[src/cpu_pkg.sv]
package cpu_pkg;

    // Datapath and address width
    localparam int XLEN = 32;

    localparam logic [XLEN-1:0] RESET_PC    = 32'h8000_0000;
    localparam logic [XLEN-1:0] INSTR_BYTES = 32'd4;  // No compressed instructions

    // ~~~~~~~~~~~~~~~~~~~~
    // Bus reader states
    localparam logic FETCH_IDLE = 1'b0;
    localparam logic FETCH_READ = 1'b1;

    // Multiply/divide tracker states
    localparam logic [1:0] MD_IDLE = 2'd0;
    localparam logic [1:0] MD_BUSY = 2'd1;
    localparam logic [1:0] MD_DONE = 2'd2;

    // PC sequencer states
    localparam logic [2:0] PC_BOOT          = 3'd0;
    localparam logic [2:0] PC_WAIT_FETCH    = 3'd1;
    localparam logic [2:0] PC_WAIT_HOLD     = 3'd2;
    localparam logic [2:0] PC_WAIT_REDIRECT = 3'd3;
    localparam logic [2:0] PC_ISSUE         = 3'd4;

endpackage

[src/isa_pkg.sv]
package isa_pkg;

    // ~~~~~~~~~~~~~~~~~~~~
    // Major opcodes
    localparam logic [6:0] OPC_OP   = 7'b0110011;  // Reg-reg ALU, also M extension
    localparam logic [6:0] OPC_JALR = 7'b1100111;

    // Function fields
    localparam logic [6:0] FUNCT7_MULDIV = 7'b0000001;
    localparam logic [2:0] FUNCT3_JALR   = 3'b000;

    // ~~~~~~~~~~~~~~~~~~~~
    // Field layouts of one instruction word

    typedef struct packed {
        logic [6:0] funct7;
        logic [4:0] rs2;
        logic [4:0] rs1;
        logic [2:0] funct3;
        logic [4:0] rd;
        logic [6:0] opcode;
    } instr_r_t;

    typedef struct packed {
        logic [11:0] imm;     // Sign-extended by execute
        logic [4:0]  rs1;
        logic [2:0]  funct3;
        logic [4:0]  rd;
        logic [6:0]  opcode;
    } instr_i_t;

    // Same 32 bits, two decodings
    typedef union packed {
        instr_r_t r;
        instr_i_t i;
    } instr_u;

endpackage

[src/fetch_top.sv]
`timescale 1ns/100ps

module fetch_top (
    input  logic                     clk,
    input  logic                     rst_n,
    // Wishbone read master
    output logic                     wb_cyc,
    output logic                     wb_stb,
    output logic [cpu_pkg::XLEN-1:0] wb_adr,
    input  logic [cpu_pkg::XLEN-1:0] wb_dat_r,
    input  logic                     wb_ack,
    // Execute side
    output logic [cpu_pkg::XLEN-1:0] instr,
    output logic [cpu_pkg::XLEN-1:0] instr_pc,
    output logic                     instr_valid,
    output logic                     instr_muldiv,
    output logic                     instr_jalr,
    input  logic                     muldiv_done,
    input  logic                     redirect_valid,
    input  logic [cpu_pkg::XLEN-1:0] redirect_pc
);

    logic                     fetch_start;
    logic [cpu_pkg::XLEN-1:0] pc;
    logic                     hold;

    // ~~~~~~~~~~~~~~~~~~~~
    // Bus reader and predecode

    fetch_wb i_fetch_wb (
        .clk          (clk),
        .rst_n        (rst_n),
        .fetch_start  (fetch_start),
        .pc           (pc),
        .wb_dat_r     (wb_dat_r),
        .wb_ack       (wb_ack),
        .wb_cyc       (wb_cyc),
        .wb_stb       (wb_stb),
        .wb_adr       (wb_adr),
        .instr        (instr),
        .instr_pc     (instr_pc),
        .instr_valid  (instr_valid),
        .instr_muldiv (instr_muldiv),
        .instr_jalr   (instr_jalr)
    );

    stall_track i_stall_track (
        .clk          (clk),
        .rst_n        (rst_n),
        .instr_valid  (instr_valid),
        .instr_muldiv (instr_muldiv),
        .muldiv_done  (muldiv_done),
        .hold         (hold)
    );

    // PC register and sequencing
    pc_gen i_pc_gen (
        .clk            (clk),
        .rst_n          (rst_n),
        .instr_valid    (instr_valid),
        .instr_muldiv   (instr_muldiv),
        .instr_jalr     (instr_jalr),
        .hold           (hold),
        .redirect_valid (redirect_valid),
        .redirect_pc    (redirect_pc),
        .pc             (pc),
        .fetch_start    (fetch_start)
    );

endmodule

[src/fetch_wb.sv]
`timescale 1ns/100ps

module fetch_wb (
    input  logic                     clk,
    input  logic                     rst_n,
    input  logic                     fetch_start,
    input  logic [cpu_pkg::XLEN-1:0] pc,
    input  logic [cpu_pkg::XLEN-1:0] wb_dat_r,
    input  logic                     wb_ack,
    output logic                     wb_cyc,
    output logic                     wb_stb,
    output logic [cpu_pkg::XLEN-1:0] wb_adr,
    output logic [cpu_pkg::XLEN-1:0] instr,
    output logic [cpu_pkg::XLEN-1:0] instr_pc,
    output logic                     instr_valid,
    output logic                     instr_muldiv,
    output logic                     instr_jalr
);

    logic            state;
    logic            ack_hit;
    isa_pkg::instr_u word;
    logic            is_muldiv;
    logic            is_jalr;

    // ~~~~~~~~~~~~~~~~~~~~
    // Bus machine

    always_ff @(posedge clk or negedge rst_n) begin
        if (!rst_n) begin
            state <= cpu_pkg::FETCH_IDLE;
        end else begin
            case (state)
                cpu_pkg::FETCH_IDLE: begin
                    if (fetch_start) begin
                        state <= cpu_pkg::FETCH_READ;
                    end
                end
                cpu_pkg::FETCH_READ: begin
                    if (wb_ack) begin
                        state <= cpu_pkg::FETCH_IDLE;  // cyc and stb drop next cycle
                    end
                end
                default: state <= cpu_pkg::FETCH_IDLE;
            endcase
        end
    end

    assign wb_cyc  = (state == cpu_pkg::FETCH_READ);
    assign wb_stb  = (state == cpu_pkg::FETCH_READ);
    assign ack_hit = (state == cpu_pkg::FETCH_READ) && wb_ack;

    // Address stays put for the whole cycle
    always_ff @(posedge clk) begin
        if ((state == cpu_pkg::FETCH_IDLE) && fetch_start) begin
            wb_adr <= pc;
        end
    end

    // ~~~~~~~~~~~~~~~~~~~~
    // Predecode

    assign word = wb_dat_r;

    assign is_muldiv = (word.r.opcode == isa_pkg::OPC_OP) &&
                       (word.r.funct7 == isa_pkg::FUNCT7_MULDIV);
    assign is_jalr   = (word.i.opcode == isa_pkg::OPC_JALR) &&
                       (word.i.funct3 == isa_pkg::FUNCT3_JALR);

    always_ff @(posedge clk or negedge rst_n) begin
        if (!rst_n) begin
            instr_valid  <= 1'b0;
            instr_muldiv <= 1'b0;
            instr_jalr   <= 1'b0;
        end else begin
            instr_valid <= ack_hit;  // Single-cycle pulse
            if (ack_hit) begin
                instr_muldiv <= is_muldiv;
                instr_jalr   <= is_jalr;
            end
        end
    end

    // Word and its address, held until the next ack
    always_ff @(posedge clk) begin
        if (ack_hit) begin
            instr    <= wb_dat_r;
            instr_pc <= wb_adr;
        end
    end

endmodule

[src/pc_gen.sv]
`timescale 1ns/100ps

module pc_gen (
    input  logic                     clk,
    input  logic                     rst_n,
    input  logic                     instr_valid,
    input  logic                     instr_muldiv,
    input  logic                     instr_jalr,
    input  logic                     hold,
    input  logic                     redirect_valid,
    input  logic [cpu_pkg::XLEN-1:0] redirect_pc,
    output logic [cpu_pkg::XLEN-1:0] pc,
    output logic                     fetch_start
);

    logic [2:0] state;
    logic       seq_step;  // Step pc when hold releases

    // ~~~~~~~~~~~~~~~~~~~~
    // Fetch sequencing

    always_ff @(posedge clk or negedge rst_n) begin
        if (!rst_n) begin
            state    <= cpu_pkg::PC_BOOT;
            pc       <= cpu_pkg::RESET_PC;
            seq_step <= 1'b0;
        end else begin
            case (state)
                cpu_pkg::PC_BOOT: state <= cpu_pkg::PC_ISSUE;
                cpu_pkg::PC_ISSUE: state <= cpu_pkg::PC_WAIT_FETCH;
                cpu_pkg::PC_WAIT_FETCH: begin
                    if (instr_valid) begin
                        if (instr_jalr) begin
                            state <= cpu_pkg::PC_WAIT_REDIRECT;
                        end else if (instr_muldiv) begin
                            seq_step <= 1'b1;
                            state    <= cpu_pkg::PC_WAIT_HOLD;
                        end else begin
                            pc    <= pc + cpu_pkg::INSTR_BYTES;
                            state <= cpu_pkg::PC_ISSUE;
                        end
                    end
                end
                cpu_pkg::PC_WAIT_HOLD: begin
                    // Tracker raises hold one cycle after the instruction
                    if (!hold) begin
                        if (seq_step) begin
                            pc <= pc + cpu_pkg::INSTR_BYTES;
                        end
                        seq_step <= 1'b0;
                        state    <= cpu_pkg::PC_ISSUE;
                    end
                end
                cpu_pkg::PC_WAIT_REDIRECT: begin
                    if (redirect_valid) begin
                        pc       <= redirect_pc;  // Jump target, no step
                        seq_step <= 1'b0;
                        state    <= cpu_pkg::PC_WAIT_HOLD;
                    end
                end
                default: state <= cpu_pkg::PC_BOOT;
            endcase
        end
    end

    assign fetch_start = (state == cpu_pkg::PC_ISSUE);

endmodule

[src/stall_track.sv]
`timescale 1ns/100ps

module stall_track (
    input  logic clk,
    input  logic rst_n,
    input  logic instr_valid,
    input  logic instr_muldiv,
    input  logic muldiv_done,
    output logic hold
);

    logic [1:0] state;
    logic [1:0] state_nxt;
    logic       md_issue;

    assign md_issue = instr_valid && instr_muldiv;

    // ~~~~~~~~~~~~~~~~~~~~
    // Outstanding multiply or divide

    always_comb begin
        state_nxt = state;
        case (state)
            cpu_pkg::MD_IDLE: begin
                if (md_issue) begin
                    // Done already seen here, so skip busy entirely
                    if (muldiv_done) begin
                        state_nxt = cpu_pkg::MD_DONE;
                    end else begin
                        state_nxt = cpu_pkg::MD_BUSY;
                    end
                end
            end
            cpu_pkg::MD_BUSY: begin
                if (muldiv_done) begin
                    state_nxt = cpu_pkg::MD_DONE;
                end
            end
            cpu_pkg::MD_DONE: state_nxt = cpu_pkg::MD_IDLE;  // PC released here
            default:          state_nxt = cpu_pkg::MD_IDLE;
        endcase
    end

    always_ff @(posedge clk or negedge rst_n) begin
        if (!rst_n) begin
            state <= cpu_pkg::MD_IDLE;
        end else begin
            state <= state_nxt;
        end
    end

    assign hold = (state == cpu_pkg::MD_BUSY);

endmodule

[config.mk]
export PLATFORM = sky130hd
export DESIGN_NAME = fetch_top
export DESIGN_NICKNAME = d
export VERILOG_FILES = /design/src/cpu_pkg.sv /design/src/isa_pkg.sv /design/src/fetch_top.sv /design/src/fetch_wb.sv /design/src/pc_gen.sv /design/src/stall_track.sv
export SDC_FILE = /design/constraint.sdc
export NUM_CORES = 1
export LEC_CHECK = 0
export ABC_AREA = 1
export BUFFER_PORTS_ARGS = -buffer_cell sky130_fd_sc_hd__buf_2
export CAP_MARGIN = 20
export CORE_MARGIN = 5
export CORE_UTILIZATION = 48
export DETAILED_ROUTE_END_ITERATION = 12
export GPL_TIMING_DRIVEN = 0
export HOLD_SLACK_MARGIN = 0.08
export PLACE_DENSITY = 0.75
export SYNTH_ARGS = -nofsm -noshare
export SYNTH_HDL_FRONTEND = slang
export SYNTH_SLANG_ARGS = --single-unit
[constraint.sdc]
create_clock -name clk -period 2.8 [get_ports clk]
set_input_delay 0.56 -clock clk [delete_from_list [all_inputs] [get_ports clk]]
set_output_delay 0.56 -clock clk [all_outputs]
set_load 0.02 [all_outputs]
=== Word-level counts from Yosys, hierarchy flattened ===
Index checks and enable logic that the tools add are counted.

* Multiplexer cells: 26
* Reductions and logical operators: 13
* Bitwise logic cells: 1
* Add/subtract/negate cells: 1
* Eq/ne operators: 17

{| class="wikitable"
|+ Operators with widths
! cell !! count
|-
| 32-bit two-way mux || 6
|-
| 32-bit case mux with 3 select lines || 1
|-
| 32-bit by 3-bit adder with 32-bit output (second input constant) || 1
|-
| 3-bit two-way mux || 5
|-
| 3-bit case mux with 5 select lines || 1
|-
| 2-bit != test (second input constant) || 7
|-
| 7-bit by 1-bit equality test with 1-bit output (second input constant) || 1
|-
| 7-bit by 6-bit equality test with 1-bit output (second input constant) || 1
|-
| 7-bit equality test (second input constant) || 1
|-
| 1-bit two-way mux || 7
|-
| 7-bit AND reduction || 1
|-
| 3-bit by 2-bit equality test with 1-bit output (second input constant) || 2
|-
| 3-bit logical NOT || 2
|-
| 2-bit two-way mux || 3
|-
| 6-bit AND reduction || 1
|-
| 1-bit logical AND || 5
|-
| 2-bit by 1-bit != test with 1-bit output (second input constant) || 2
|-
| 2-bit case mux with 2 select lines || 1
|-
| 3-bit by 1-bit equality test with 1-bit output (second input constant) || 1
|-
| 3-bit equality test (second input constant) || 1
|-
| 1-bit case mux with 3 select lines || 1
|-
| 3-bit AND reduction || 1
|-
| 3-bit nonzero test || 1
|-
| 2-bit by 1-bit equality test with 1-bit output (second input constant) || 1
|-
| other kinds (4) || 4
|}

* Input bits: 69
* Register bits: 138
* Logic and storage cells: 69
* Output and inout port bits: 101

=== Longest topological paths before layout ===
Gate-level depths: netlist of the first run.

* Depth in word-level cells: 5
* Depth in mapped cells: 12
* Mapped depth without buffers: 11

=== Cells and area by module ===
From an unflattened synthesis of the first run, not the netlist that was laid out.

* Cell total of the unflattened synthesis: 600
* Area, all modules: 5,903.2 µm²

{| class="wikitable"
|+ Modules (own cells, without submodules)
! module !! sequential area each (µm²) !! area each (µm²) !! instances !! cells an instance
|-
| fetch_wb || 2,982.9 || 3,154.3 || 1 || 139
|-
| pc_gen || 902.1 || 2,656.3 || 1 || 449
|-
| stall_track || 50.0 || 92.6 || 1 || 12
|}

=== Least setup slack after synthesis of the first run ===
No wires, ideal clock.

* Kind: input-to-reg
* Start point: in wb_ack
* End point: reg i_fetch_wb.instr_jalr
* Buffers on the path: 0
* Setup slack: 423 ps
* Setup time: 85 ps
* Data required time: 2,715 ps
* Data arrival time: 2,291 ps
* Cell stages on the path: 4
* Path through: nand2_1 > inv_1 > nand4_1 > o21ai_0

* Word-level cells in the longest chain between the ends: 1

{| class="wikitable"
|+ RTL lines
! element !! RTL line !! source
|-
| from (decl) || fetch_top.sv:11 || <nowiki>input logic wb_ack,</nowiki>
|-
| 1-bit logical AND || fetch_wb.sv:51 || <nowiki>assign ack_hit = (state == cpu_pkg::FETCH_READ) && wb_ack;</nowiki>
|-
| net i_fetch_wb.ack_hit || fetch_wb.sv:21 || <nowiki>logic ack_hit;</nowiki>
|-
| to (signal assigned) || fetch_wb.sv:79 || <nowiki>instr_jalr <= is_jalr;</nowiki>
|-
| to (decl) || fetch_wb.sv:17 || <nowiki>output logic instr_jalr</nowiki>
|}

The timed path passes the listed nets, and every way through them passes these cells.
A chain may end at the register's enable or synchronous reset.

=== Worst setup path in the final report of the first run ===
* Start point: reg i_pc_gen.pc[3] in the netlist's numbering
* End point: reg i_pc_gen.pc[26] in the netlist's numbering

* Word-level cells in the longest chain between the ends: 5
* Elaborated cells between the ends (all ways): 7
* Those cells by class: 1 x add/sub; 6 x mux

{| class="wikitable"
|+ RTL lines
! element !! RTL line !! source
|-
| from (decl) || pc_gen.sv:12 || <nowiki>output logic [cpu_pkg::XLEN-1:0] pc,</nowiki>
|-
| from (signal assigned) || pc_gen.sv:25 || <nowiki>pc <= cpu_pkg::RESET_PC;</nowiki>
|-
| from (signal assigned) || pc_gen.sv:39 || <nowiki>pc <= pc + cpu_pkg::INSTR_BYTES;</nowiki>
|-
| from (signal assigned) || pc_gen.sv:48 || <nowiki>pc <= pc + cpu_pkg::INSTR_BYTES;</nowiki>
|-
| 32-bit by 3-bit adder with 32-bit output (*) || pc_gen.sv:39, pc_gen.sv:48 ||
|-
| 32-bit two-way mux || pc_gen.sv:35 || <nowiki>end else if (instr_muldiv) begin</nowiki>
|-
| 32-bit two-way mux || pc_gen.sv:33 || <nowiki>if (instr_jalr) begin</nowiki>
|-
| 32-bit two-way mux || pc_gen.sv:32 || <nowiki>if (instr_valid) begin</nowiki>
|-
| 32-bit case mux with 3 select lines (*) || pc_gen.sv:28 || <nowiki>case (state)</nowiki>
|}

Every way passes the cells marked *; elsewhere a longest branch is shown, timed or not. The select of a mux whose other input is x is not followed.

==> results.env, run 1 <==
TIMING.FINAL.SETUP_VIOLATIONS=0
GRTUSAGETOTAL_PCT=20.48
DETAILEDROUTE.FIRSTITERATIONVIOLATIONS=377
GLOBAL_ROUTE.OVERFLOW_TOTAL=0
DR.PASS1.ITERS=5
ASYNC_FLOP_SHARE_PCT=30.43
TIMING.SETUP.CRITICAL_PATH_CLASS='reg -> reg'
PLACEDCELLCOUNT=897
CTS_BUFFERS=17
ACHIEVABLE-FREQUENCY_MHz=512.4
MAX-CAP-VIOLATIONS=0
DPL_WORST_SLACK_NS=0.8877
CLOCK_PATH_BUFFERS=2
FIRST_GLOBAL_VIAS=4545
SYNTH_ENABLE_FLOP_CELLS=96
DETAIL_ROUTE.WIRELENGTH.MET1_MM=6.142
RELATIVE_SLEW_SLACK_PCT=38.82
FLOORPLAN.DIE.HEIGHT_UM=120.1
DIE_WIDTH_UM=120.1
FINALHOLDVIOLATIONS=0
SYNTH_TOP_CELL_AREA_SHARE_PCT=49.51
SYNTH_WARNINGS=0
POSTLAYOUTCELLAREA_UM2=7536
MET3_WIRE_LENGTH_UM=828
AVGSYNTHCELLAREA_UM2=10.04
WORST_SETUP_PATH_START_KIND='flop'
TIMING.CRITICAL_PATH.FANOUT_MAX=5
SYNTH.DISTINCT_CELLS=29
DATA_REQUIRED_CRITICAL_PATH_NS=3.10
TOTAL_DIE_AREA_UM2=14430
TNS_NS=0
POSTLAYOUTSETUPSLACKWORST_NS=0.8484
DESIGN.CORE.AREA_UM2=11960
SYNTH.FF_LATCH_COUNT=138
INITIAL_CORE_UTIL_PCT=48.68
ANTENNA_CELLS_INSERTED=0
REPORT.POWER.TOTAL_mW=8.113
PIN_COUNT_OF_THE_BIGGEST_NET_ENTERING_GLOBAL_ROUTING=49
POST_CTS.RESIZED_INSTANCES=0
HPWL_MM=10.45
POST_SYNTH_INST_COUNT=580
SYNTH.LARGEST_AREA_CELL='sky130_fd_sc_hd__edfxtp_1'
WORST_SKEW_PAIR.LATE_LATENCY_NS=0.42
OUTCOME='finished, final reports clean'
FINCLKSKEW_NS=0.01545
HOLDBUFCOUNTCTS=0
GRT_PASS1_WL_MM=23.25
NUM-FILL-CELLS=958
DRT-TOTAL-WL_MM=14.12
MET2_WIRELENGTH_MM=6.943
WORST_PIN_SLEW_NS=0.9156
CTS_SINKS=138
PLACEMENT.CELL_AREA_UM2=6880
VIA_COUNT=4630
HOLD_WS_NS=0.3215
CRITPATHARRIVALTIME_NS=2.25
CLKSLEWWORSTSETUPHOLDPATHS_NS=0.06
SYN_AREA_UM2=5823
ROUTE.DETAILED.DRC=0
ANTENNA_FOUND_INITIAL=0
DRIVE_GT1_SHARE_PCT=29.21
WEIGHTED_CONGESTION_REPORTED_AT_THE_END_OF_ROUTABILITY_DRIVEN_PLACEMENT=0.8809
UNREPAIRED_SETUP_ENDPOINTS_AFTER_GLOBAL_ROUTING='false'
CTS_H_TREE_DEPTH=4
POWERDENSITY_nW_PER_UM2=1077
FINAL-MAX-SLEW-VIOLATION-COUNT=0
IO-PIN-COUNT=170
P_LEAK_nW=3.390
FINALCRITPERIODSHARE_PCT=69.70
SYN_NETS=650
TOP_LAYER='met4'
FF_LATCH_AREA_UM2=3935
POST_CTS.REPAIR.SETUP_BUFFERS=0
POSTLAYOUTCOREUTIL_PCT=63.00
HOLD_CLASS='in -> reg'
IO_BUFFERS=169
TOP_FF_CELL_SYNTH='sky130_fd_sc_hd__edfxtp_1'
POST_SYNTH_MAIN_AREA_CONTRIBUTORS='sky130_fd_sc_hd__edfxtp_1, sky130_fd_sc_hd__dfrtp_1, sky130_fd_sc_hd__nand2_1'
AVGROUTEDWIREPERCELL_UM=15.17
CRITICAL_PATH.ENDPOINT_TYPE='flop'
FINISH.CELL_COUNT_WITHOUT_FILLERS=931
SYN_TO_FINAL_GROWTH_PCT=29.42
MULTIINPUTGATEAREA_UM2=1638
DETAIL_ROUTE.VIAS_PER_CELL=4.973
LAYOUT_MIN_CYCLE_TIME_NS=1.952
PEAKVDDDROP_mV=0.4604
CTS_TREE='built'
DETAIL-ROUTE-ANTENNA-NETS=0
NNETSFINAL=841
SYNTH-SEQ-AREA-SHARE_PCT=67.58
CTS-ROOT-BUF='sky130_fd_sc_hd__clkbuf_16'
PLACEMENT_ROWS=40
-- where the power goes --
part	switching, mW	total (mW)	leakage [nW]	internal [mW]
clock network	0.852	2.35	0.304	1.50
registers	0.479	3.45	1.45	2.97
logic	1.56	2.31	1.64	0.757
-- metal layers --
metal	track usage, %	vias to the layer above
met5	0	-
met4	7.731	0
met3	4.665	20
met2	32.98	170
met1	27.17	2162
li1	-	2278
-- sequential cells by signal, summed over array words and instances, names as in the netlist --
name / cells
i_fetch_wb.instr_pc: 32
i_fetch_wb.instr_muldiv: 1
i_pc_gen.state: 3
i_stall_track.state: 2
i_pc_gen.seq_step: 1
i_fetch_wb.wb_adr: 32
i_pc_gen.pc: 32
i_fetch_wb.wb_cyc: 1
i_fetch_wb.instr: 32
i_fetch_wb.instr_valid: 1
i_fetch_wb.instr_jalr: 1
-- critical path, stage by stage (launching register included) --
cell and delay (ns):
sky130_fd_sc_hd__dfrtp_1 0.40, sky130_fd_sc_hd__ha_1 0.22, sky130_fd_sc_hd__nand2_1 0.10, sky130_fd_sc_hd__nor2_1 0.20, sky130_fd_sc_hd__nand2_1 0.16, sky130_fd_sc_hd__nor2_1 0.38
sky130_fd_sc_hd__nand2_1 0.12, sky130_fd_sc_hd__nand2_1 0.08, sky130_fd_sc_hd__nand3_1 0.06, sky130_fd_sc_hd__nand2_1 0.07, sky130_fd_sc_hd__nand2_1 0.04
-- cells in the final DEF, fill, tap and decap left out, types with 6 or more instances in the layout --
master and instances:
sky130_fd_sc_hd__buf_2 174, sky130_fd_sc_hd__clkbuf_1 6, sky130_fd_sc_hd__clkbuf_16 17, sky130_fd_sc_hd__dfrtp_1 41, sky130_fd_sc_hd__edfxtp_1 96, sky130_fd_sc_hd__inv_1 42, sky130_fd_sc_hd__nand2_1 197, sky130_fd_sc_hd__nand3_1 40
sky130_fd_sc_hd__nor2_1 88, sky130_fd_sc_hd__o21ai_0 16
-- synth_stat cells, types with 2 or more instances --
cell / number
sky130_fd_sc_hd__inv_2: 4
sky130_fd_sc_hd__nor3_1: 5
sky130_fd_sc_hd__buf_6: 3
sky130_fd_sc_hd__clkbuf_1: 4
sky130_fd_sc_hd__nand2_1: 197
sky130_fd_sc_hd__nor2_1: 89
sky130_fd_sc_hd__or2_2: 2
sky130_fd_sc_hd__and2_1: 2
sky130_fd_sc_hd__nand2_2: 3
sky130_fd_sc_hd__buf_2: 5
sky130_fd_sc_hd__o21ai_1: 5
sky130_fd_sc_hd__nor4_1: 3
sky130_fd_sc_hd__xor2_1: 3
sky130_fd_sc_hd__edfxtp_1: 96
sky130_fd_sc_hd__a21oi_1: 2
sky130_fd_sc_hd__nand3b_1: 2
sky130_fd_sc_hd__nand4_1: 2
sky130_fd_sc_hd__nor2_2: 3
sky130_fd_sc_hd__mux2_2: 2
sky130_fd_sc_hd__o21ai_0: 16
sky130_fd_sc_hd__nand3_1: 40
sky130_fd_sc_hd__inv_1: 43
sky130_fd_sc_hd__xnor2_1: 2
sky130_fd_sc_hd__nor2_4: 2
sky130_fd_sc_hd__dfrtp_1: 41
-- cell families after synthesis --
| logic type | Yosys count | synth area share, % |
|---|---|---|
| AO/OA/AOI/OAI | 24 | 2.084 |
| XOR/XNOR | 5 | 0.7522 |
| adder cells (fa/ha/maj) | 1 | 0.2148 |
| buffers and inverters | 60 | 4.426 |
| flip-flops | 138 | 67.58 |
| multiplexers | 2 | 0.3867 |
| AND/OR/NAND/NOR | 350 | 24.56 |
-- worst paths after layout --
path	start	end	slack [ns]	cells past startpoint
min in group asynchronous	rst_n	i_fetch_wb.instr_valid	0.51	2
max in group asynchronous	rst_n	i_pc_gen.pc[31]	1.74	3
worst max register to register	i_pc_gen.pc[3]	i_pc_gen.pc[26]	0.85	10
worst max-delay path	i_pc_gen.pc[3]	i_pc_gen.pc[26]	0.85	10
worst min-delay path	wb_dat_r[8]	i_fetch_wb.instr[8]	0.32	1
worst min register to register	i_fetch_wb.wb_adr[21]	i_fetch_wb.instr_pc[21]	0.43	0
-- cell type report --
| cell class | instances | share of cell area, % |
|---|---|---|
| buffer | 13 | 1.079 |
| clock buffer | 19 | 5.745 |
| clock inverter | 13 | 2.557 |
| inverter | 47 | 2.341 |
| multi-input combinational | 382 | 21.73 |
| sequential | 138 | 52.22 |
| tap | 147 | 2.441 |
| timing repair buffer | 172 | 11.89 |
Power figures use the tool's default switching activity.
==> run 2, diff against run 1 <==
--- a/config.mk
+++ b/config.mk
@@ -9,11 +9,11 @@
 export BUFFER_PORTS_ARGS = -buffer_cell sky130_fd_sc_hd__buf_2
 export CAP_MARGIN = 20
 export CORE_MARGIN = 5
-export CORE_UTILIZATION = 48
+export CORE_UTILIZATION = 47
 export DETAILED_ROUTE_END_ITERATION = 12
 export GPL_TIMING_DRIVEN = 0
 export HOLD_SLACK_MARGIN = 0.08
-export PLACE_DENSITY = 0.75
+export PLACE_DENSITY = 0.76
 export SYNTH_ARGS = -nofsm -noshare
 export SYNTH_HDL_FRONTEND = slang
 export SYNTH_SLANG_ARGS = --single-unit
==> constraint.sdc (replaced) <==
create_clock -name clk -period 1.57 [get_ports clk]
set_input_delay 0.314 -clock clk [delete_from_list [all_inputs] [get_ports clk]]
set_output_delay 0.314 -clock clk [all_outputs]
set_load 0.02 [all_outputs]
==> results.env, run 2 (same netlist as run 1, synthesis figures left out) <==
OUTCOME='finished, final reports clean'
FLOORPLAN.DIE.HEIGHT_UM=121.3
CTS_TREE='built'
RELATIVE_SLEW_SLACK_PCT=33.16
MULTIINPUTGATEAREA_UM2=1782
GLOBAL_ROUTE.OVERFLOW_TOTAL=0
NNETSFINAL=869
CTS_BUFFERS=17
GRT_PASS1_WL_MM=23.89
ANTENNA_CELLS_INSERTED=0
INITIAL_CORE_UTIL_PCT=48.28
DRIVE_GT1_SHARE_PCT=35.10
WORST_SETUP_PATH_START_KIND='flop'
ACHIEVABLE-FREQUENCY_MHz=643.4
FF2FF_PATH_DEPTH=11
CRITPATHARRIVALTIME_NS=1.85
PIN_COUNT_OF_THE_BIGGEST_NET_ENTERING_GLOBAL_ROUTING=50
ANTENNA_FOUND_INITIAL=0
CTS_SINKS=138
NUM-FILL-CELLS=936
POWERDENSITY_nW_PER_UM2=1863
TIMING.FINAL.SETUP_VIOLATIONS=0
TIMING.REG2REG.SETUP_SLACK_NS=0.02
PLACEDCELLCOUNT=918
TIMING.CRITICAL_PATH.SLOWEST_STAGE_CELL='sky130_fd_sc_hd__dfrtp_1'
FINAL-MAX-SLEW-VIOLATION-COUNT=0
HOLD_WS_NS=0.07002
DIE_WIDTH_UM=121.3
FF_LATCH_AREA_UM2=3951
DATA_REQUIRED_CRITICAL_PATH_NS=1.86
CLOCK_PATH_BUFFERS=2
DETAIL_ROUTE.WIRELENGTH.MET1_MM=6.509
DETAILEDROUTE.FIRSTITERATIONVIOLATIONS=361
CLKSLEWWORSTSETUPHOLDPATHS_NS=0.06
ROUTE.DETAILED.DRC=0
TIMING.CRITICAL_PATH.FANOUT_MAX=10
DETAIL-ROUTE-ANTENNA-NETS=0
TIMING.CRITICAL_PATH.CELLS='inv_2 -> nand2_2 -> nor2_4 -> o21ai_1 -> nand2_1 -> inv_1 -> nand2_4 -> buf_4 -> nor2_1 -> nand2_1 -> nand2_1'
WORST_SKEW_PAIR.LATE_LATENCY_NS=0.41
SYN_TO_FINAL_GROWTH_PCT=36.74
CRITPATHMOSTFREQUENTCELL='sky130_fd_sc_hd__nand2_1'
HOLD_CLASS='in -> async'
TIMING.SETUP.CRITICAL_PATH_CLASS='reg -> reg'
FINISH.CELL_COUNT_WITHOUT_FILLERS=980
TOP_LAYER='met4'
TOTAL_DIE_AREA_UM2=14720
MET2_WIRELENGTH_MM=7.547
REPORT.POWER.TOTAL_mW=14.84
WORST_PIN_SLEW_NS=1.003
PEAKVDDDROP_mV=0.9064
FINCLKSKEW_NS=0.01150
IO-PIN-COUNT=170
UNREPAIRED_SETUP_ENDPOINTS_AFTER_GLOBAL_ROUTING='true'
HPWL_MM=10.57
MET3_WIRE_LENGTH_MM=1.010
WEIGHTED_CONGESTION_REPORTED_AT_THE_END_OF_ROUTABILITY_DRIVEN_PLACEMENT=0.9513
FINALHOLDVIOLATIONS=0
CTS_H_TREE_DEPTH=4
MAX-CAP-VIOLATIONS=0
VIA_COUNT=4800
DETAIL_ROUTE.VIAS_PER_CELL=4.898
DR.PASS1.ITERS=5
P_LEAK_nW=3.528
MOSTFREQUENTLAYOUTCELL='sky130_fd_sc_hd__nand2_1'
CTS-ROOT-BUF='sky130_fd_sc_hd__clkbuf_16'
FINALCRITPERIODSHARE_PCT=98.99
AVGROUTEDWIREPERCELL_UM=15.72
LAYOUT_COMMON_CELLS='sky130_fd_sc_hd__nand2_1, sky130_fd_sc_hd__buf_2, sky130_fd_sc_hd__edfxtp_1'
PLACEMENT_ROWS=40
IO_BUFFERS=169
LAYOUT_MIN_CYCLE_TIME_NS=1.554
CRITICAL-PATH-MAX-STAGE-DELAY_NS=0.39
CRITICAL_PATH.ENDPOINT_TYPE='flop'
FIRST_GLOBAL_VIAS=4796
DRT-TOTAL-WL_MM=15.40
DESIGN.CORE.AREA_UM2=12060
GRTUSAGETOTAL_PCT=20.93
[run 2: cell count changes in the layout (fill, tap and decap cells not counted), sizes merged]
cell         before  now
clkinvlp          1    2
clkbuf           23   26
bufinv            4    2
inv              50   47
buf             180  194
nor2             94   95
dlygate4sd3       1   15
[run 2: routing by layer]
metal | vias to the layer above | track usage [%]
met5 | - | 0
met4 | 0 | 8.894
met3 | 28 | 3.497
met2 | 196 | 34.89
met1 | 2237 | 27.05
li1 | 2339 | -
[run 2: worst max-delay path, delay by kind of cell, from the launching register on]
kind                   cells  cell delay [ns]
flip-flops                 1             0.39
AND/OR/NAND/NOR            7             0.55
buffers and inverters      3             0.38
AO/OA/AOI/OAI              1             0.11
[run 2: layout make-up]
class | count | area share, %
buffer | 13 | 1.556
clock buffer | 24 | 5.798
clock inverter | 8 | 1.226
inverter | 47 | 2.294
multi-input combinational | 383 | 22.38
sequential | 138 | 49.62
tap | 168 | 2.640
timing repair buffer | 198 | 14.42
timing repair inverter | 1 | 0.06285
[run 2: power by group]
part | internal, mW | total, mW | switching, mW
clock | 2.38 | 3.77 | 1.39
combinational | 1.75 | 4.85 | 3.10
sequential | 5.32 | 6.22 | 0.901
total | 9.44 | 14.8 | 5.39
[run 2: what timing repair did]
action | 4_1_cts | 5_1_grt
pin swaps | 5 | 9
buffers inserted | 8 | 4
hold buffers | 14 | 1
setup endpoints to repair | 110 | 63
gates resized for setup | 27 | 47
cloned | 3 | 0
endpoints found under the hold margin | 14 | 1
[run 2: path summary, 6_finish.rpt]
| kind | start | end |
|---|---|---|
| min in group clk | wb_dat_r[9] | i_fetch_wb.instr[9] |
| min reg2reg | i_stall_track.state[1] | i_stall_track.state[1] |
| min | rst_n | i_stall_track.state[1] |
| max | i_pc_gen.state[2] | i_pc_gen.pc[16] |
| max reg2reg | i_pc_gen.state[2] | i_pc_gen.pc[16] |
| max in group asynchronous | rst_n | i_pc_gen.pc[19] |
[run 2: stage by stage]
| stage | instance area (µm²) | setup TNS [ns] | worst slack (ns) | utilization [%] |
|---|---|---|---|---|
| after floorplan | 5833 | -31.64 | -0.3489 | - |
| after global placement | 6889 | -63.15 | -0.7103 | 57.12 |
| after detailed placement | 6914 | -9.494 | -0.3747 | 57.32 |
| after CTS | 7780 | -0.01575 | -0.006731 | 64.50 |
| after global routing | 7963 | -1.381 | -0.07424 | 66.02 |
| final | 7963 | 0 | 0.01585 | 66.02 |
==> run 3, diff against run 2 <==
--- a/config.mk
+++ b/config.mk
@@ -9,11 +9,11 @@
 export BUFFER_PORTS_ARGS = -buffer_cell sky130_fd_sc_hd__buf_2
 export CAP_MARGIN = 20
 export CORE_MARGIN = 5
-export CORE_UTILIZATION = 47
+export CORE_UTILIZATION = 48
 export DETAILED_ROUTE_END_ITERATION = 12
 export GPL_TIMING_DRIVEN = 0
 export HOLD_SLACK_MARGIN = 0.08
-export PLACE_DENSITY = 0.76
+export PLACE_DENSITY = 0.75
 export SYNTH_ARGS = -nofsm -noshare
 export SYNTH_HDL_FRONTEND = slang
 export SYNTH_SLANG_ARGS = --single-unit
==> constraint.sdc (replaced) <==
create_clock -name clk -period 1.5 [get_ports clk]
set_input_delay 0.3 -clock clk [delete_from_list [all_inputs] [get_ports clk]]
set_output_delay 0.3 -clock clk [all_outputs]
set_load 0.02 [all_outputs]
==> results.env, run 3 (same netlist as run 1, synthesis figures left out) <==
OUTCOME='finished, violations left'
VIOLATIONS='negative setup slack'
CLKSLEWWORSTSETUPHOLDPATHS_NS=0.06
WORST_SKEW_PAIR.LATE_LATENCY_NS=0.41
GRTUSAGETOTAL_PCT=20.45
DIE_WIDTH_UM=120.1
MAX-CAP-VIOLATIONS=0
TIMING.REG2REG.SETUP_SLACK_NS=-0.03
CRITPATHARRIVALTIME_NS=1.82
POSTLAYOUTCELLAREA_UM2=8133
FINALCRITPERIODSHARE_PCT=101.7
FIRST_GLOBAL_VIAS=4638
TIMING.FINAL.SETUP_VIOLATIONS=20
FINALHOLDVIOLATIONS=0
P_LEAK_nW=3.605
LAYOUT_COMMON_CELLS='sky130_fd_sc_hd__nand2_1, sky130_fd_sc_hd__buf_2, sky130_fd_sc_hd__edfxtp_1'
CRITICAL_PATH.ENDPOINT_TYPE='flop'
FINCLKSKEW_NS=0.008230
ROUTE.DETAILED.DRC=0
POWERDENSITY_nW_PER_UM2=1953
WORST_PIN_SLEW_NS=0.4466
RELATIVE_SLEW_SLACK_PCT=70.23
MIN_DELAY_WORST_ENDPOINT='i_fetch_wb.instr[0]'
HPWL_MM=10.12
LAYOUT_MIN_CYCLE_TIME_NS=1.526
WORST_HOLD_PATH.NUM_CELLS=1
R2R-END='i_pc_gen.pc[22]'
DETAIL_ROUTE.VIAS_PER_CELL=4.903
IO-PIN-COUNT=170
WORST_SETUP_PATH_START_KIND='flop'
CTS_TREE='built'
ANTENNA_FOUND_INITIAL=0
TIMING.CRITICAL_PATH.FANOUT_MAX=10
GRT_PASS1_WL_MM=23.09
FF2FF_PATH_DEPTH=12
CLOCK_PATH_BUFFERS=2
HOLD_WS_NS=0.1028
FLOORPLAN.DIE.HEIGHT_UM=120.1
GLOBAL_ROUTE.OVERFLOW_TOTAL=0
WORST_HOLD_STARTPOINT='wb_dat_r[0]'
PLACEMENT_ROWS=40
PIN_COUNT_OF_THE_BIGGEST_NET_ENTERING_GLOBAL_ROUTING=48
REPORT.POWER.TOTAL_mW=15.88
WEIGHTED_CONGESTION_REPORTED_AT_THE_END_OF_ROUTABILITY_DRIVEN_PLACEMENT=0.9215
DESIGN.CORE.AREA_UM2=11960
DRT-TOTAL-WL_MM=14.62
CTS_H_TREE_DEPTH=4
CTS_SINKS=138
AVGROUTEDWIREPERCELL_UM=15.01
SYN_TO_FINAL_GROWTH_PCT=39.66
FINAL-MAX-SLEW-VIOLATION-COUNT=0
ANTENNA_CELLS_INSERTED=0
INITIAL_CORE_UTIL_PCT=48.68
DR.PASS1.ITERS=5
TIMING.SETUP.CRITICAL_PATH_CLASS='reg -> reg'
DRIVE_GT1_SHARE_PCT=34.58
PLACEMENT.CELL_AREA_UM2=6888
NNETSFINAL=884
ACHIEVABLE-FREQUENCY_MHz=655.3
TOTAL_DIE_AREA_UM2=14430
UNREPAIRED_SETUP_ENDPOINTS_AFTER_GLOBAL_ROUTING='true'
PEAKVDDDROP_mV=0.6815
IO_BUFFERS=169
HOLD_CLASS='in -> reg'
MOSTFREQUENTLAYOUTCELL='sky130_fd_sc_hd__nand2_1'
DETAILEDROUTE.FIRSTITERATIONVIOLATIONS=319
DETAIL-ROUTE-ANTENNA-NETS=0
DATA_REQUIRED_CRITICAL_PATH_NS=1.80
POSTLAYOUTSETUPSLACKWORST_NS=-0.02596
VIA_COUNT=4776
REGTOREGSTARTPOINT='i_pc_gen.state[2]'
CTS_BUFFERS=17
CTS-ROOT-BUF='sky130_fd_sc_hd__clkbuf_16'
## run 3: cell count changes in the layout (fill, tap and decap cells not counted), moves of 3 or more
cell | previous run | this run
sky130_fd_sc_hd__nand2_2 | 12 | 7
sky130_fd_sc_hd__clkbuf_1 | 6 | 3
sky130_fd_sc_hd__dlygate4sd3_1 | 15 | 27
sky130_fd_sc_hd__nand2_1 | 185 | 189
sky130_fd_sc_hd__buf_4 | 12 | 18
sky130_fd_sc_hd__buf_2 | 172 | 168
sky130_fd_sc_hd__clkinvlp_4 | 1 | 5
## run 3: critical path, stage by stage (launching register included)
cell                      delay (ns)
sky130_fd_sc_hd__dfrtp_1        0.38
sky130_fd_sc_hd__inv_2          0.09
sky130_fd_sc_hd__nand2_2        0.09
sky130_fd_sc_hd__inv_2          0.08
sky130_fd_sc_hd__nand2_1        0.05
sky130_fd_sc_hd__nand2_1        0.06
sky130_fd_sc_hd__inv_2          0.04
sky130_fd_sc_hd__nor2_4         0.12
sky130_fd_sc_hd__nand2_4        0.09
sky130_fd_sc_hd__buf_8          0.15
sky130_fd_sc_hd__buf_6          0.14
sky130_fd_sc_hd__nand2_1        0.05
sky130_fd_sc_hd__nand2_1        0.05
## run 3: per-stage QoR
| stage | setup WS, ns | setup TNS [ns] | utilization [%] | instances |
|---|---|---|---|---|
| after global placement | -0.7517 | -74.93 | 57.37 | 896 |
| after CTS | -0.04068 | -0.6548 | 66.87 | 967 |
| after floorplan | -0.4189 | -38.64 | - | 580 |
| after detailed placement | -0.3956 | -19.82 | 57.58 | 897 |
| final | -0.02596 | -0.4123 | 67.99 | 974 |
| after global routing | -0.1435 | -2.943 | 67.99 | 974 |
## run 3: metal layers
metal | global-route usage, % | share of wire [%] | vias up
met5 | 0 | 0 | -
met2 | 34.14 | 49 | 184
met1 | 26.35 | 43 | 2203
li1 | - | - | 2369
met4 | 7.946 | 1.8 | 0
met3 | 4.053 | 6.1 | 20
## run 3: layout make-up
type	count	area (µm²)
Buffer	12	108.9
Clock buffer	21	450.4
Clock inverter	11	170.2
Fill cell	916	3829
Inverter	47	180.2
Multi-Input combinational cell	383	1764
Sequential cell	138	3951
Tap cell	147	183.9
Timing Repair Buffer	214	1316
Timing Repair inverter	1	7.507
## run 3: power by group
| part | internal, mW | switching (mW) | total, mW | leakage [nW] |
|---|---|---|---|---|
| clock network | 2.83 | 1.53 | 4.36 | 0.294 |
| logic | 1.89 | 3.18 | 5.06 | 1.88 |
| registers | 5.56 | 0.895 | 6.46 | 1.43 |
## run 3: timing repair
item | CTS | global route
endpoints found under the setup margin | 110 | 43
buffers inserted | 11 | 5
hold endpoints to repair | 27 | 1
pin swaps | 6 | 4
hold buffers | 26 | 1
gates cloned | 2 | 0
gates resized for setup | 34 | 28
## run 3: worst max path at each step
stage / from / end / slack, ns / depth (start not counted)
global route: i_pc_gen.state[2] / i_pc_gen.pc[15] / -0.14 / 12
global placement: i_fetch_wb.wb_cyc / i_fetch_wb.instr_jalr / -0.75 / 4
finish: i_pc_gen.state[2] / i_pc_gen.pc[22] / -0.03 / 12
CTS: i_pc_gen.state[1] / i_pc_gen.pc[27] / -0.04 / 10
floorplan: i_fetch_wb.wb_cyc / i_fetch_wb.instr[0] / -0.42 / 2
detailed placement: i_pc_gen.pc[3] / i_pc_gen.pc[26] / -0.40 / 10
